==> config.mk <==
export PLATFORM = sky130hd
export DESIGN_NAME = mdu_pipe
export DESIGN_NICKNAME = d
export VERILOG_FILES = /design/src/mdu_pkg.sv /design/src/mdu_ctrl.sv /design/src/mdu_div.sv /design/src/mdu_mult.sv /design/src/mdu_pipe.sv
export VERILOG_INCLUDE_DIRS = /design/src /design/src/src
export SDC_FILE = /design/constraint.sdc
export NUM_CORES = 2
export LEC_CHECK = 0
export ABC_AREA = 1
export BUFFER_PORTS_ARGS = -buffer_cell sky130_fd_sc_hd__buf_4
export CORE_MARGIN = 2
export CORE_UTILIZATION = 66
export DETAILED_ROUTE_END_ITERATION = 8
export GPL_ROUTABILITY_DRIVEN = 1
export PLACE_DENSITY_LB_ADDON = 0.1
export SYNTH_ARGS = -nofsm -noshare
export SYNTH_HDL_FRONTEND = slang
export SYNTH_SLANG_ARGS = --single-unit
==> constraint.sdc <==
create_clock -name clk -period 10.9 [get_ports clk]
set_clock_uncertainty 0.2 [all_clocks]
set_input_delay 0.545 -clock clk [delete_from_list [all_inputs] [get_ports clk]]
set_output_delay 0.545 -clock clk [all_outputs]
set_load 0.03 [all_outputs]
==> src/mdu_defs.svh <==
// Multiply/divide pipe sizing
// Data width, destination tag width, divider step count and product width

`ifndef MDU_DEFS_SVH
`define MDU_DEFS_SVH

// ============================================================
// Datapath
// ============================================================

// Operand and result width
`define MDU_XLEN 32

// Full product width of the multiplier
`define MDU_PROD_W (2 * `MDU_XLEN)

// Physical register tag width
`define MDU_PREG_W 6

// One quotient bit per divider cycle
`define MDU_DIV_ITERS 32

`endif

==> src/mdu_pkg.sv <==
// Multiply/divide pipe types
// Opcode enum and the packed structs passed between the pipe blocks

`default_nettype none

`include "mdu_defs.svh"

package mdu_pkg;

  // ============================================================
  // Opcodes
  // ============================================================
  typedef enum logic [1:0] {
    MDU_MUL  = 2'd0,
    MDU_MULH = 2'd1,
    MDU_DIV  = 2'd2,
    MDU_REM  = 2'd3
  } mdu_op_e;

  // ============================================================
  // Pipe boundary
  // ============================================================

  // Issued operation from the scheduler
  typedef struct packed {
    logic                   valid;
    mdu_op_e                op;
    logic                   signed_op;
    logic [`MDU_XLEN-1:0]   src0;
    logic [`MDU_XLEN-1:0]   src1;
    logic                   pdest_valid;
    logic [`MDU_PREG_W-1:0] pdest;
  } mdu_exe_t;

  // Result handed to commit
  typedef struct packed {
    logic                   valid;
    logic                   we;
    logic [`MDU_PREG_W-1:0] pdest;
    logic [`MDU_XLEN-1:0]   wdata;
  } mdu_wb_t;

  // ============================================================
  // Functional units
  // ============================================================
  typedef struct packed {
    logic                 valid;
    logic                 mul_signed;
    logic [`MDU_XLEN-1:0] multiplicand;
    logic [`MDU_XLEN-1:0] multiplier;
  } mdu_mult_req_t;

  typedef struct packed {
    logic                 valid;
    logic [`MDU_XLEN-1:0] res_lo;
    logic [`MDU_XLEN-1:0] res_hi;
  } mdu_mult_rsp_t;

  typedef struct packed {
    logic                 valid;
    logic                 flush;
    logic                 div_signed;
    logic [`MDU_XLEN-1:0] dividend;
    logic [`MDU_XLEN-1:0] divisor;
  } mdu_div_req_t;

  typedef struct packed {
    logic                 valid;
    logic                 busy;
    logic [`MDU_XLEN-1:0] quotient;
    logic [`MDU_XLEN-1:0] remainder;
  } mdu_div_rsp_t;

endpackage : mdu_pkg

`default_nettype wire

==> src/mdu_ctrl.sv <==
// Multiply/divide pipe control
// Execute-stage register, unit start pulses, result select and writeback register

`timescale 1ns/10ps
`default_nettype none

`include "mdu_defs.svh"

module mdu_ctrl (
  input  wire                     clk,
  input  wire                     rst_n,
  input  wire                     flush_i,
  input  mdu_pkg::mdu_exe_t       exe_i,
  output logic                    ready_o,
  output mdu_pkg::mdu_mult_req_t  mult_req_o,
  output mdu_pkg::mdu_div_req_t   div_req_o,
  input  mdu_pkg::mdu_mult_rsp_t  mult_rsp_i,
  input  mdu_pkg::mdu_div_rsp_t   div_rsp_i,
  output mdu_pkg::mdu_wb_t        wb_o,
  input  wire                     wb_ready_i
);

  mdu_pkg::mdu_exe_t    exe_q;
  mdu_pkg::mdu_wb_t     wb_q;
  logic                 started_q;
  logic                 held_q;
  logic [`MDU_XLEN-1:0] held_data_q;

  logic                 is_mul;
  logic                 start;
  logic                 fu_done;
  logic [`MDU_XLEN-1:0] res_sel;
  logic [`MDU_XLEN-1:0] res_word;
  logic                 wb_free;
  logic                 exe_advance;

  // ============================================================
  // Execute stage
  // ============================================================
  always_comb begin
    is_mul = (exe_q.op == mdu_pkg::MDU_MUL) || (exe_q.op == mdu_pkg::MDU_MULH);
    // First cycle in the stage only
    start  = exe_q.valid & ~started_q;

    mult_req_o.valid        = start & is_mul;
    mult_req_o.mul_signed   = exe_q.signed_op;
    mult_req_o.multiplicand = exe_q.src0;
    mult_req_o.multiplier   = exe_q.src1;

    div_req_o.valid      = start & ~is_mul;
    div_req_o.flush      = flush_i;
    div_req_o.div_signed = exe_q.signed_op;
    div_req_o.dividend   = exe_q.src0;
    div_req_o.divisor    = exe_q.src1;

    // Ignore unit pulses until this op has started
    fu_done = started_q & (is_mul ? mult_rsp_i.valid : div_rsp_i.valid);

    case (exe_q.op)
      mdu_pkg::MDU_MUL:  res_sel = mult_rsp_i.res_lo;
      mdu_pkg::MDU_MULH: res_sel = mult_rsp_i.res_hi;
      mdu_pkg::MDU_DIV:  res_sel = div_rsp_i.quotient;
      default:           res_sel = div_rsp_i.remainder;
    endcase
    res_word = held_q ? held_data_q : res_sel;

    // Writeback empty or draining this edge
    wb_free     = ~wb_q.valid | wb_ready_i;
    exe_advance = exe_q.valid & (held_q | fu_done) & wb_free;
    ready_o     = ~exe_q.valid | exe_advance;
  end

  always_ff @(posedge clk or negedge rst_n) begin
    if (!rst_n) begin
      exe_q     <= '0;
      started_q <= 1'b0;
      held_q    <= 1'b0;
    end else if (flush_i) begin
      exe_q.valid <= 1'b0;
      started_q   <= 1'b0;
      held_q      <= 1'b0;
    end else if (ready_o) begin
      // Stage refills or empties
      exe_q     <= exe_i;
      started_q <= 1'b0;
      held_q    <= 1'b0;
    end else begin
      if (start) begin
        started_q <= 1'b1;
      end
      // Result parked while writeback is full
      if (fu_done) begin
        held_q <= 1'b1;
      end
    end
  end

  always_ff @(posedge clk) begin
    if (fu_done) begin
      held_data_q <= res_sel;
    end
  end

  // ============================================================
  // Writeback register
  // ============================================================
  always_ff @(posedge clk or negedge rst_n) begin
    if (!rst_n) begin
      wb_q <= '0;
    end else if (flush_i) begin
      wb_q.valid <= 1'b0;
    end else if (wb_free) begin
      wb_q.valid <= exe_advance;
      if (exe_advance) begin
        wb_q.we    <= exe_q.pdest_valid;
        wb_q.pdest <= exe_q.pdest;
        wb_q.wdata <= res_word;
      end
    end
  end

  assign wb_o = wb_q;

endmodule : mdu_ctrl

`default_nettype wire

==> src/mdu_div.sv <==
// Iterative restoring divider
// Works on magnitudes, one quotient bit per cycle, signs fixed on the way out
// Zero divisor and overflow follow the RISC-V results, flush aborts at once

`timescale 1ns/10ps
`default_nettype none

`include "mdu_defs.svh"

module mdu_div (
  input  wire                    clk,
  input  wire                    rst_n,
  input  mdu_pkg::mdu_div_req_t  div_req_i,
  output mdu_pkg::mdu_div_rsp_t  div_rsp_o
);

  localparam int CNT_W = $clog2(`MDU_DIV_ITERS);

  // Control state
  logic             busy_q;
  logic             fin_q;
  logic [CNT_W-1:0] cnt_q;

  // Datapath state
  logic [`MDU_XLEN-1:0] rem_q;
  logic [`MDU_XLEN-1:0] quo_q;
  logic [`MDU_XLEN-1:0] dvs_q;
  logic [`MDU_XLEN-1:0] dividend_q;
  logic                 neg_quo_q;
  logic                 neg_rem_q;
  logic                 dvz_q;

  // Start-time operand decode
  logic                 a_neg;
  logic                 b_neg;
  logic [`MDU_XLEN-1:0] a_mag;
  logic [`MDU_XLEN-1:0] b_mag;

  // One shift-subtract step
  logic [`MDU_XLEN:0]   shifted;
  logic [`MDU_XLEN+1:0] diff;
  logic                 q_bit;

  always_comb begin
    a_neg = div_req_i.div_signed & div_req_i.dividend[`MDU_XLEN-1];
    b_neg = div_req_i.div_signed & div_req_i.divisor[`MDU_XLEN-1];
    a_mag = a_neg ? -div_req_i.dividend : div_req_i.dividend;
    b_mag = b_neg ? -div_req_i.divisor : div_req_i.divisor;
    // Bring down the next dividend bit
    shifted = {rem_q, quo_q[`MDU_XLEN-1]};
    diff    = {1'b0, shifted} - {2'b00, dvs_q};
    // Non-negative difference sets the quotient bit
    q_bit   = ~diff[`MDU_XLEN+1];
  end

  // ============================================================
  // Sequencing
  // ============================================================
  always_ff @(posedge clk or negedge rst_n) begin
    if (!rst_n) begin
      busy_q <= 1'b0;
      fin_q  <= 1'b0;
      cnt_q  <= '0;
    end else if (div_req_i.flush) begin
      busy_q <= 1'b0;
      fin_q  <= 1'b0;
      cnt_q  <= '0;
    end else if (div_req_i.valid) begin
      busy_q <= 1'b1;
      fin_q  <= 1'b0;
      cnt_q  <= '0;
    end else if (busy_q) begin
      cnt_q <= cnt_q + 1'b1;
      // Last step, result shown next cycle
      if (cnt_q == CNT_W'(`MDU_DIV_ITERS - 1)) begin
        busy_q <= 1'b0;
        fin_q  <= 1'b1;
      end
    end else begin
      fin_q <= 1'b0;
    end
  end

  // ============================================================
  // Shift-subtract datapath
  // ============================================================
  always_ff @(posedge clk) begin
    if (div_req_i.valid) begin
      rem_q      <= '0;
      quo_q      <= a_mag;
      dvs_q      <= b_mag;
      dividend_q <= div_req_i.dividend;
      neg_quo_q  <= a_neg ^ b_neg;
      neg_rem_q  <= a_neg;
      dvz_q      <= (div_req_i.divisor == '0);
    end else if (busy_q) begin
      rem_q <= q_bit ? diff[`MDU_XLEN-1:0] : shifted[`MDU_XLEN-1:0];
      quo_q <= {quo_q[`MDU_XLEN-2:0], q_bit};
    end
  end

  // Sign fix and zero-divisor override
  always_comb begin
    div_rsp_o.valid     = fin_q;
    div_rsp_o.busy      = busy_q;
    div_rsp_o.quotient  = neg_quo_q ? -quo_q : quo_q;
    div_rsp_o.remainder = neg_rem_q ? -rem_q : rem_q;
    if (dvz_q) begin
      div_rsp_o.quotient  = '1;
      div_rsp_o.remainder = dividend_q;
    end
  end

endmodule : mdu_div

`default_nettype wire

==> src/mdu_mult.sv <==
// Registered 32x32 multiplier
// Signed or unsigned product, both words returned one cycle after the request

`timescale 1ns/10ps
`default_nettype none

`include "mdu_defs.svh"

module mdu_mult (
  input  wire                     clk,
  input  wire                     rst_n,
  input  mdu_pkg::mdu_mult_req_t  mult_req_i,
  output mdu_pkg::mdu_mult_rsp_t  mult_rsp_o
);

  // One extra bit so unsigned operands stay positive
  logic signed [`MDU_XLEN:0]       a_ext;
  logic signed [`MDU_XLEN:0]       b_ext;
  logic signed [2*`MDU_XLEN+1:0]   prod_full;
  logic        [`MDU_PROD_W-1:0]   prod_q;
  logic                            valid_q;

  // ============================================================
  // Operand extension and product
  // ============================================================
  always_comb begin
    a_ext = {mult_req_i.mul_signed & mult_req_i.multiplicand[`MDU_XLEN-1],
             mult_req_i.multiplicand};
    b_ext = {mult_req_i.mul_signed & mult_req_i.multiplier[`MDU_XLEN-1],
             mult_req_i.multiplier};
    prod_full = a_ext * b_ext;
  end

  // Done pulse follows the start pulse by one cycle
  always_ff @(posedge clk or negedge rst_n) begin
    if (!rst_n) begin
      valid_q <= 1'b0;
    end else begin
      valid_q <= mult_req_i.valid;
    end
  end

  // Product captured on start only
  always_ff @(posedge clk) begin
    if (mult_req_i.valid) begin
      prod_q <= prod_full[`MDU_PROD_W-1:0];
    end
  end

  always_comb begin
    mult_rsp_o.valid  = valid_q;
    mult_rsp_o.res_lo = prod_q[`MDU_XLEN-1:0];
    mult_rsp_o.res_hi = prod_q[`MDU_PROD_W-1:`MDU_XLEN];
  end

endmodule : mdu_mult

`default_nettype wire

==> src/mdu_pipe.sv <==
// Multiply/divide pipe top
// Control stage feeding a registered multiplier and an iterative divider

`timescale 1ns/10ps
`default_nettype none

module mdu_pipe (
  input  wire                clk,
  input  wire                rst_n,
  input  wire                flush_i,
  input  mdu_pkg::mdu_exe_t  exe_i,
  output logic               ready_o,
  output mdu_pkg::mdu_wb_t   wb_o,
  input  wire                wb_ready_i
);

  // Unit request and response buses
  mdu_pkg::mdu_mult_req_t mult_req;
  mdu_pkg::mdu_mult_rsp_t mult_rsp;
  mdu_pkg::mdu_div_req_t  div_req;
  mdu_pkg::mdu_div_rsp_t  div_rsp;

  mdu_ctrl u_ctrl (
    .clk        (clk),
    .rst_n      (rst_n),
    .flush_i    (flush_i),
    .exe_i      (exe_i),
    .ready_o    (ready_o),
    .mult_req_o (mult_req),
    .div_req_o  (div_req),
    .mult_rsp_i (mult_rsp),
    .div_rsp_i  (div_rsp),
    .wb_o       (wb_o),
    .wb_ready_i (wb_ready_i)
  );

  mdu_mult u_mult (
    .clk        (clk),
    .rst_n      (rst_n),
    .mult_req_i (mult_req),
    .mult_rsp_o (mult_rsp)
  );

  mdu_div u_div (
    .clk       (clk),
    .rst_n     (rst_n),
    .div_req_i (div_req),
    .div_rsp_o (div_rsp)
  );

endmodule : mdu_pipe

`default_nettype wire

-- Yosys cells after proc, flatten, opt, wreduce, memory -nomap -nowiden
Index checks and enable logic that the tools add are counted.
- multipliers: 1
- add/sub/neg operators: 6
- equal/unequal tests: 4
- mux-type cells: 33
- reduce and logical (&&, ||, !) cells: 11
- bitwise operators: 18
- operator list (kind ; number):
    $mux W32 ; 8
    $neg A32 Y32 ; 4
    $pmux W32 S3 ; 1
    $mux W75 ; 1
    $mul A33 B33 Y64 ; 1
    $mux W64 ; 1
    $mux W40 ; 1
    $mux W39 ; 1
    $sub A33 B32 Y34 ; 1
    $logic_not A32 Y1 ; 1
    $mux W1 ; 17
    $mux W5 ; 3
    $reduce_bool A3 Y1 ; 3
    $and A1 B1 Y1 ; 8
    $not A1 Y1 ; 6
    $reduce_bool A2 Y1 ; 3
    $add A5 B1 Y5 const B ; 1
    $eq A5 B5 Y1 const B ; 1
    $ne A4 B4 Y1 const B ; 1
    $or A1 B1 Y1 ; 3
    $reduce_and A3 Y1 ; 1
    $eq A2 B1 Y1 const B ; 1
    $eq A2 B2 Y1 const B ; 1
    $logic_not A2 Y1 ; 1
    3 further kinds ; 3
- bits of input ports: 79
- flip-flop bits (word level): 352
- output and inout port bits: 41
- logic and storage cells: 99

-- Longest topological paths before layout
- depth after elaboration: 10
- gate-level depth with buffers: 33
- gate-level depth less buffers: 31

-- Cells and area by module
A second synthesis with hierarchy kept.
- cells, all modules: 8045
- area total of the unflattened synthesis: 62105.8 um^2
- by module, submodules not included (module ; sequential area each (um^2) ; instances ; cells an instance ; area an instance (um^2)):
    mdu_mult ; 1946.9 ; 1 ; 5273 ; 42415.7
    mdu_div ; 3788.6 ; 1 ; 1779 ; 11657.4
    mdu_ctrl ; 3888.7 ; 1 ; 993 ; 8032.7

-- Worst setup path before layout
Ideal clock, no wire load.
- kind: reg-to-reg
- start point: register u_ctrl.exe_q (netlist bit u_ctrl.div_req_o[63])
- end point: register u_mult.prod_q[57], data pin
- path buffers: 4
- slack: 2.686 ns
- arrival: 7.749 ns
- setup time: 0.265 ns
- stages on the path, launching flop included: 27
- clock period less this slack: 8.214 ns
- required time: 10.435 ns
- cells stage by stage: dfrtp_1 buf_2 nand2_1 clkbuf_1 buf_2 buf_1 nor2_1 fa_1 fa_1 fa_1 inv_1 fa_1 inv_1 fa_1 fa_1 inv_1 fa_1 fa_1 inv_1 ha_1 nand2_1 nor2_1 inv_1 nor3_1 nand4_1 o21ai_0 xor2_1
- word-level cells in the longest chain between the ends: 2
- ends and longest elaborated chain (item ; RTL line ; RTL):
    start: declaration ; mdu_ctrl.sv:23 ; mdu_pkg::mdu_exe_t exe_q;
    start signal: assignment ; mdu_ctrl.sv:84 ; exe_q <= exe_i;
    $and A1 B1 Y1 ; mdu_mult.sv:27 ; a_ext = {mult_req_i.mul_signed & mult_req_i.multiplicand[`MDU_XLEN-1],
    $mul A33 B33 Y64 (*) ; mdu_mult.sv:31 ; prod_full = a_ext * b_ext;
    via u_mult.prod_full[57] ; mdu_mult.sv:19 ; logic signed [2*`MDU_XLEN+1:0] prod_full;
    end signal: assignment ; mdu_mult.sv:46 ; prod_q <= prod_full[`MDU_PROD_W-1:0];
    end: declaration ; mdu_mult.sv:20 ; logic [`MDU_PROD_W-1:0] prod_q;
Mark *: on every way through the listed nets, which the timed path passes. The rest lies on a longest branch.
A chain may end at the register's enable or synchronous reset.

-- Final worst setup path
- start point: register u_ctrl.exe_q (netlist bit u_ctrl.div_req_o[3])
- end point: register u_mult.prod_q[63], data pin
- word-level cells in the longest chain between the ends: 1
- ends and longest elaborated chain (item ; RTL line):
    $mul A33 B33 Y64 ; mdu_mult.sv:31
    via u_mult.prod_full[63] ; mdu_mult.sv:19
The timed path passes the listed nets, and every way through them passes these cells.

==> results.sh <==
export IMPL_clk_pin_slew_worst_paths_ns=0.06
export IMPL_worstPathMaxFanout=18
export IMPL_finalCritPeriodShare=0.828
export IMPL_slew_viol_final=0
export IMPL_cts_tree="done"
export IMPL_clock_path_buffers=3
export IMPL_routed_via_density=5.91
export IMPL_wl_per_cell_um=24.6
export IMPL_grt_max_degree=84
export IMPL_fmax_mhz=111
export IMPL_start_util=0.665
export IMPL_setup_viol=0
export IMPL_htree_levels=2
export IMPL_cts_sinks=352
export IMPL_layout_commonest_cell="nand2_1"
export IMPL_cts_buffers_inserted=40
export IMPL_start_kind="register"
export IMPL_synthArstFlopShare=0.355
export IMPL_cp_arrival_ns=9.17
export IMPL_critPathKind="reg -> reg"
export IMPL_grt_antenna_before_repair=9
export IMPL_worstMarginPinSlew_ns=1.12
export IMPL_r2r_setup_slack_ns=1.88
export IMPL_vias=49529
export IMPL_final_cell_mix="1800 x nand2_1, 1758 x inv_1, 1126 x fa_1"
export IMPL_min_from="exe_i[73]"
export IMPL_postRouteAntennaNets=0
export IMPL_drive_gt1_frac=0.0542
export IMPL_syn_avg_cell_area_um2=8.12
export IMPL_post_route_drc_count=0
export IMPL_synth_edff_count=195
export IMPL_synth_main_ff_cell="edfxtp_1"
export IMPL_min_period_ns=9.02
export IMPL_place_hpwl_mm=161
export IMPL_grt_pass1_vias=51952
export IMPL_cts_root_buf="clkbuf_16"
export IMPL_ys_ff_latch=352
export IMPL_clk_latency_ns=0.61
export IMPL_seq_area_frac_synth=0.164
export IMPL_cp_required_ns=11.05
export IMPL_rsz0062_at_grt="no"
export IMPL_ff_latch_area_um2=9630
export IMPL_r2r_worst_path_cells=25
export IMPL_yosysWarnings=0
export IMPL_drt_wl_total_mm=206
export IMPL_hold_path_class="in -> reg"
export IMPL_r2r_end="u_mult.prod_q[63]"
export IMPL_place_congestion=1.10
export IMPL_finalSetupTns_ns=0
export IMPL_pin_count=120
export IMPL_ys_types=61
export IMPL_final_nets=8632
export IMPL_die_w_um=302
export IMPL_fp_row_count=109
export IMPL_r2r_start="u_ctrl.div_req_o[3]"
export IMPL_critPathCaptureType="register"
export IMPL_outcome="complete, no violations"
export IMPL_whs_endpoint="u_ctrl.exe_q[73]"
export IMPL_slew_headroom=0.251
export IMPL_fillers=7040
export IMPL_grt_usage=0.466
export IMPL_io_buffers=119
export IMPL_cap_violations=0
export IMPL_drt_pass1_iterations=8
export IMPL_multi_input_area_um2=41100
export IMPL_grt_ovfl_total=0
export IMPL_syn_to_final_growth_pct=5.88
export IMPL_syn_num_nets=8681
export IMPL_die_area_um2=91300
export IMPL_grt_first_pass_wirelength_mm=312
export IMPL_hold_violations=0
export IMPL_chipHeight_um=302
export IMPL_syn_cell_area_um2=58700
export IMPL_syn_instance_count=7226
export IMPL_min_path_cells=3
export IMPL_core_area_um2=88200
export IMPL_drt_iter0_drc=5968
[layout make-up]
class | instances | area share
multi-input combinational | 4753 | 0.660
sequential | 352 | 0.155
inverter | 1776 | 0.107
timing repair buffer | 254 | 0.0320
tap | 1165 | 0.0235
clock buffer | 49 | 0.0175
clock inverter | 25 | 0.00433
antenna | 4 | 0.000161
[what timing repair did]
action | CTS | global route
hold buffers | 22 | 0
gates resized for setup | 0 | 0
setup endpoints to repair | 0 | 0
hold endpoints to repair | 72 | 0
setup buffers | 0 | 0
[cells by family (layout without fill, tap and decap cells)]
family	Yosys count	in the layout	synth area share
DFF	352	352	0.164
buffers and inverters	2121	2104	0.137
adders and majority gates	1376	1376	0.437
other	0	4	0
muxes	18	18	0.00345
and+or+nand+nor	2650	2650	0.181
AOI/OAI and AO/OA	558	558	0.0548
xor gates and xnor gates	151	151	0.0225
[state kept, by name, indices dropped and copies added (netlist names), 5 cells and up]
signal and count:
u_ctrl.held_data_q 32, u_div.dvs_q 32, u_ctrl.exe_q 10, u_div.dividend_q 32, u_ctrl.div_req_o 65, u_mult.prod_q 64
u_ctrl.wb_o 40, u_div.cnt_q 5, u_div.quo_q 32, u_div.rem_q 32
[critical path: stages (launching register included)]
cell	delay [ns]
dfrtp_1	0.78
inv_1	0.31
nor2_1	0.40
fa_1	0.52
fa_1	0.51
fa_1	0.61
inv_1	0.28
fa_1	1.13
inv_1	0.36
fa_1	0.55
fa_1	0.55
inv_1	0.05
fa_1	0.45
fa_1	0.49
inv_1	0.04
ha_1	0.33
a21oi_1	0.25
o21ai_0	0.17
a21oi_1	0.21
nor2_1	0.06
nor2_1	0.11
o21ai_0	0.09
a21oi_1	0.16
inv_1	0.07
nand2_1	0.07
nand2_1	0.05
[how the worst max path moves through the flow]
| stage | from | to | slack (ns) |
|---|---|---|---|
| after floorplan | u_ctrl.div_req_o[63] | u_mult.prod_q[57] | 2.69 |
| after global placement | u_ctrl.div_req_o[3] | u_mult.prod_q[63] | 2.02 |
| after detailed placement | u_ctrl.div_req_o[3] | u_mult.prod_q[63] | 1.95 |
| after CTS | u_ctrl.div_req_o[3] | u_mult.prod_q[63] | 1.87 |
| after global routing | u_ctrl.div_req_o[64] | u_mult.prod_q[54] | 1.35 |
| final | u_ctrl.div_req_o[3] | u_mult.prod_q[63] | 1.88 |
[per-stage QoR]
step | instances | setup slack, ns | cell area (um^2) | utilization | hold WS, ns
2_1_floorplan | 7226 | 2.69 | 58700 | - | 0.0494
3_3_place_gp | 8278 | 2.02 | 60600 | 0.686 | 0.249
3_5_place_dp | 8278 | 1.95 | 60600 | 0.686 | 0.259
4_1_cts | 8374 | 1.87 | 62100 | 0.704 | 0.000222
5_1_grt | 8374 | 1.35 | 62100 | 0.704 | 0.0254
6_report | 8378 | 1.88 | 62200 | 0.704 | 0.00733
[cell usage after synthesis, types with 8 or more instances]
master	instances	area, um^2
a21o_1	15	113
a21oi_1	209	1050
a22o_1	14	123
a31oi_1	12	75.1
buf_1	71	267
buf_2	29	145
buf_6	8	90.1
clkbuf_1	236	886
dfrtp_1	125	3130
dfxtp_1	32	641
edfxtp_1	195	5860
fa_1	1126	22500
ha_1	250	3130
inv_1	1759	6600
inv_2	12	45.0
mux2_2	18	203
nand2_1	1802	6760
nand3_1	173	866
nand3b_1	13	97.6
nand4_1	54	338
nor2_1	515	1930
nor2_2	9	56.3
nor3_1	40	200
o211ai_1	17	128
o21ai_0	191	956
o21ai_1	28	140
o21bai_1	14	105
o22ai_2	9	113
o31ai_1	8	60.1
or2_2	8	50.1
xnor2_1	39	342
xor2_1	112	981
[metal layers]
metal	wire, um	vias up	global-route usage	part of all wire
met5	69	-	0	0.00034
met4	14600	10	0.264	0.071
met3	29900	763	0.160	0.15
met2	88600	3530	0.694	0.43
met1	72600	24140	0.599	0.35
li1	-	21086	-	-
Power is not shown: default switching activity piles up to over one toggle a cycle in this logic, so the estimate is an artifact.
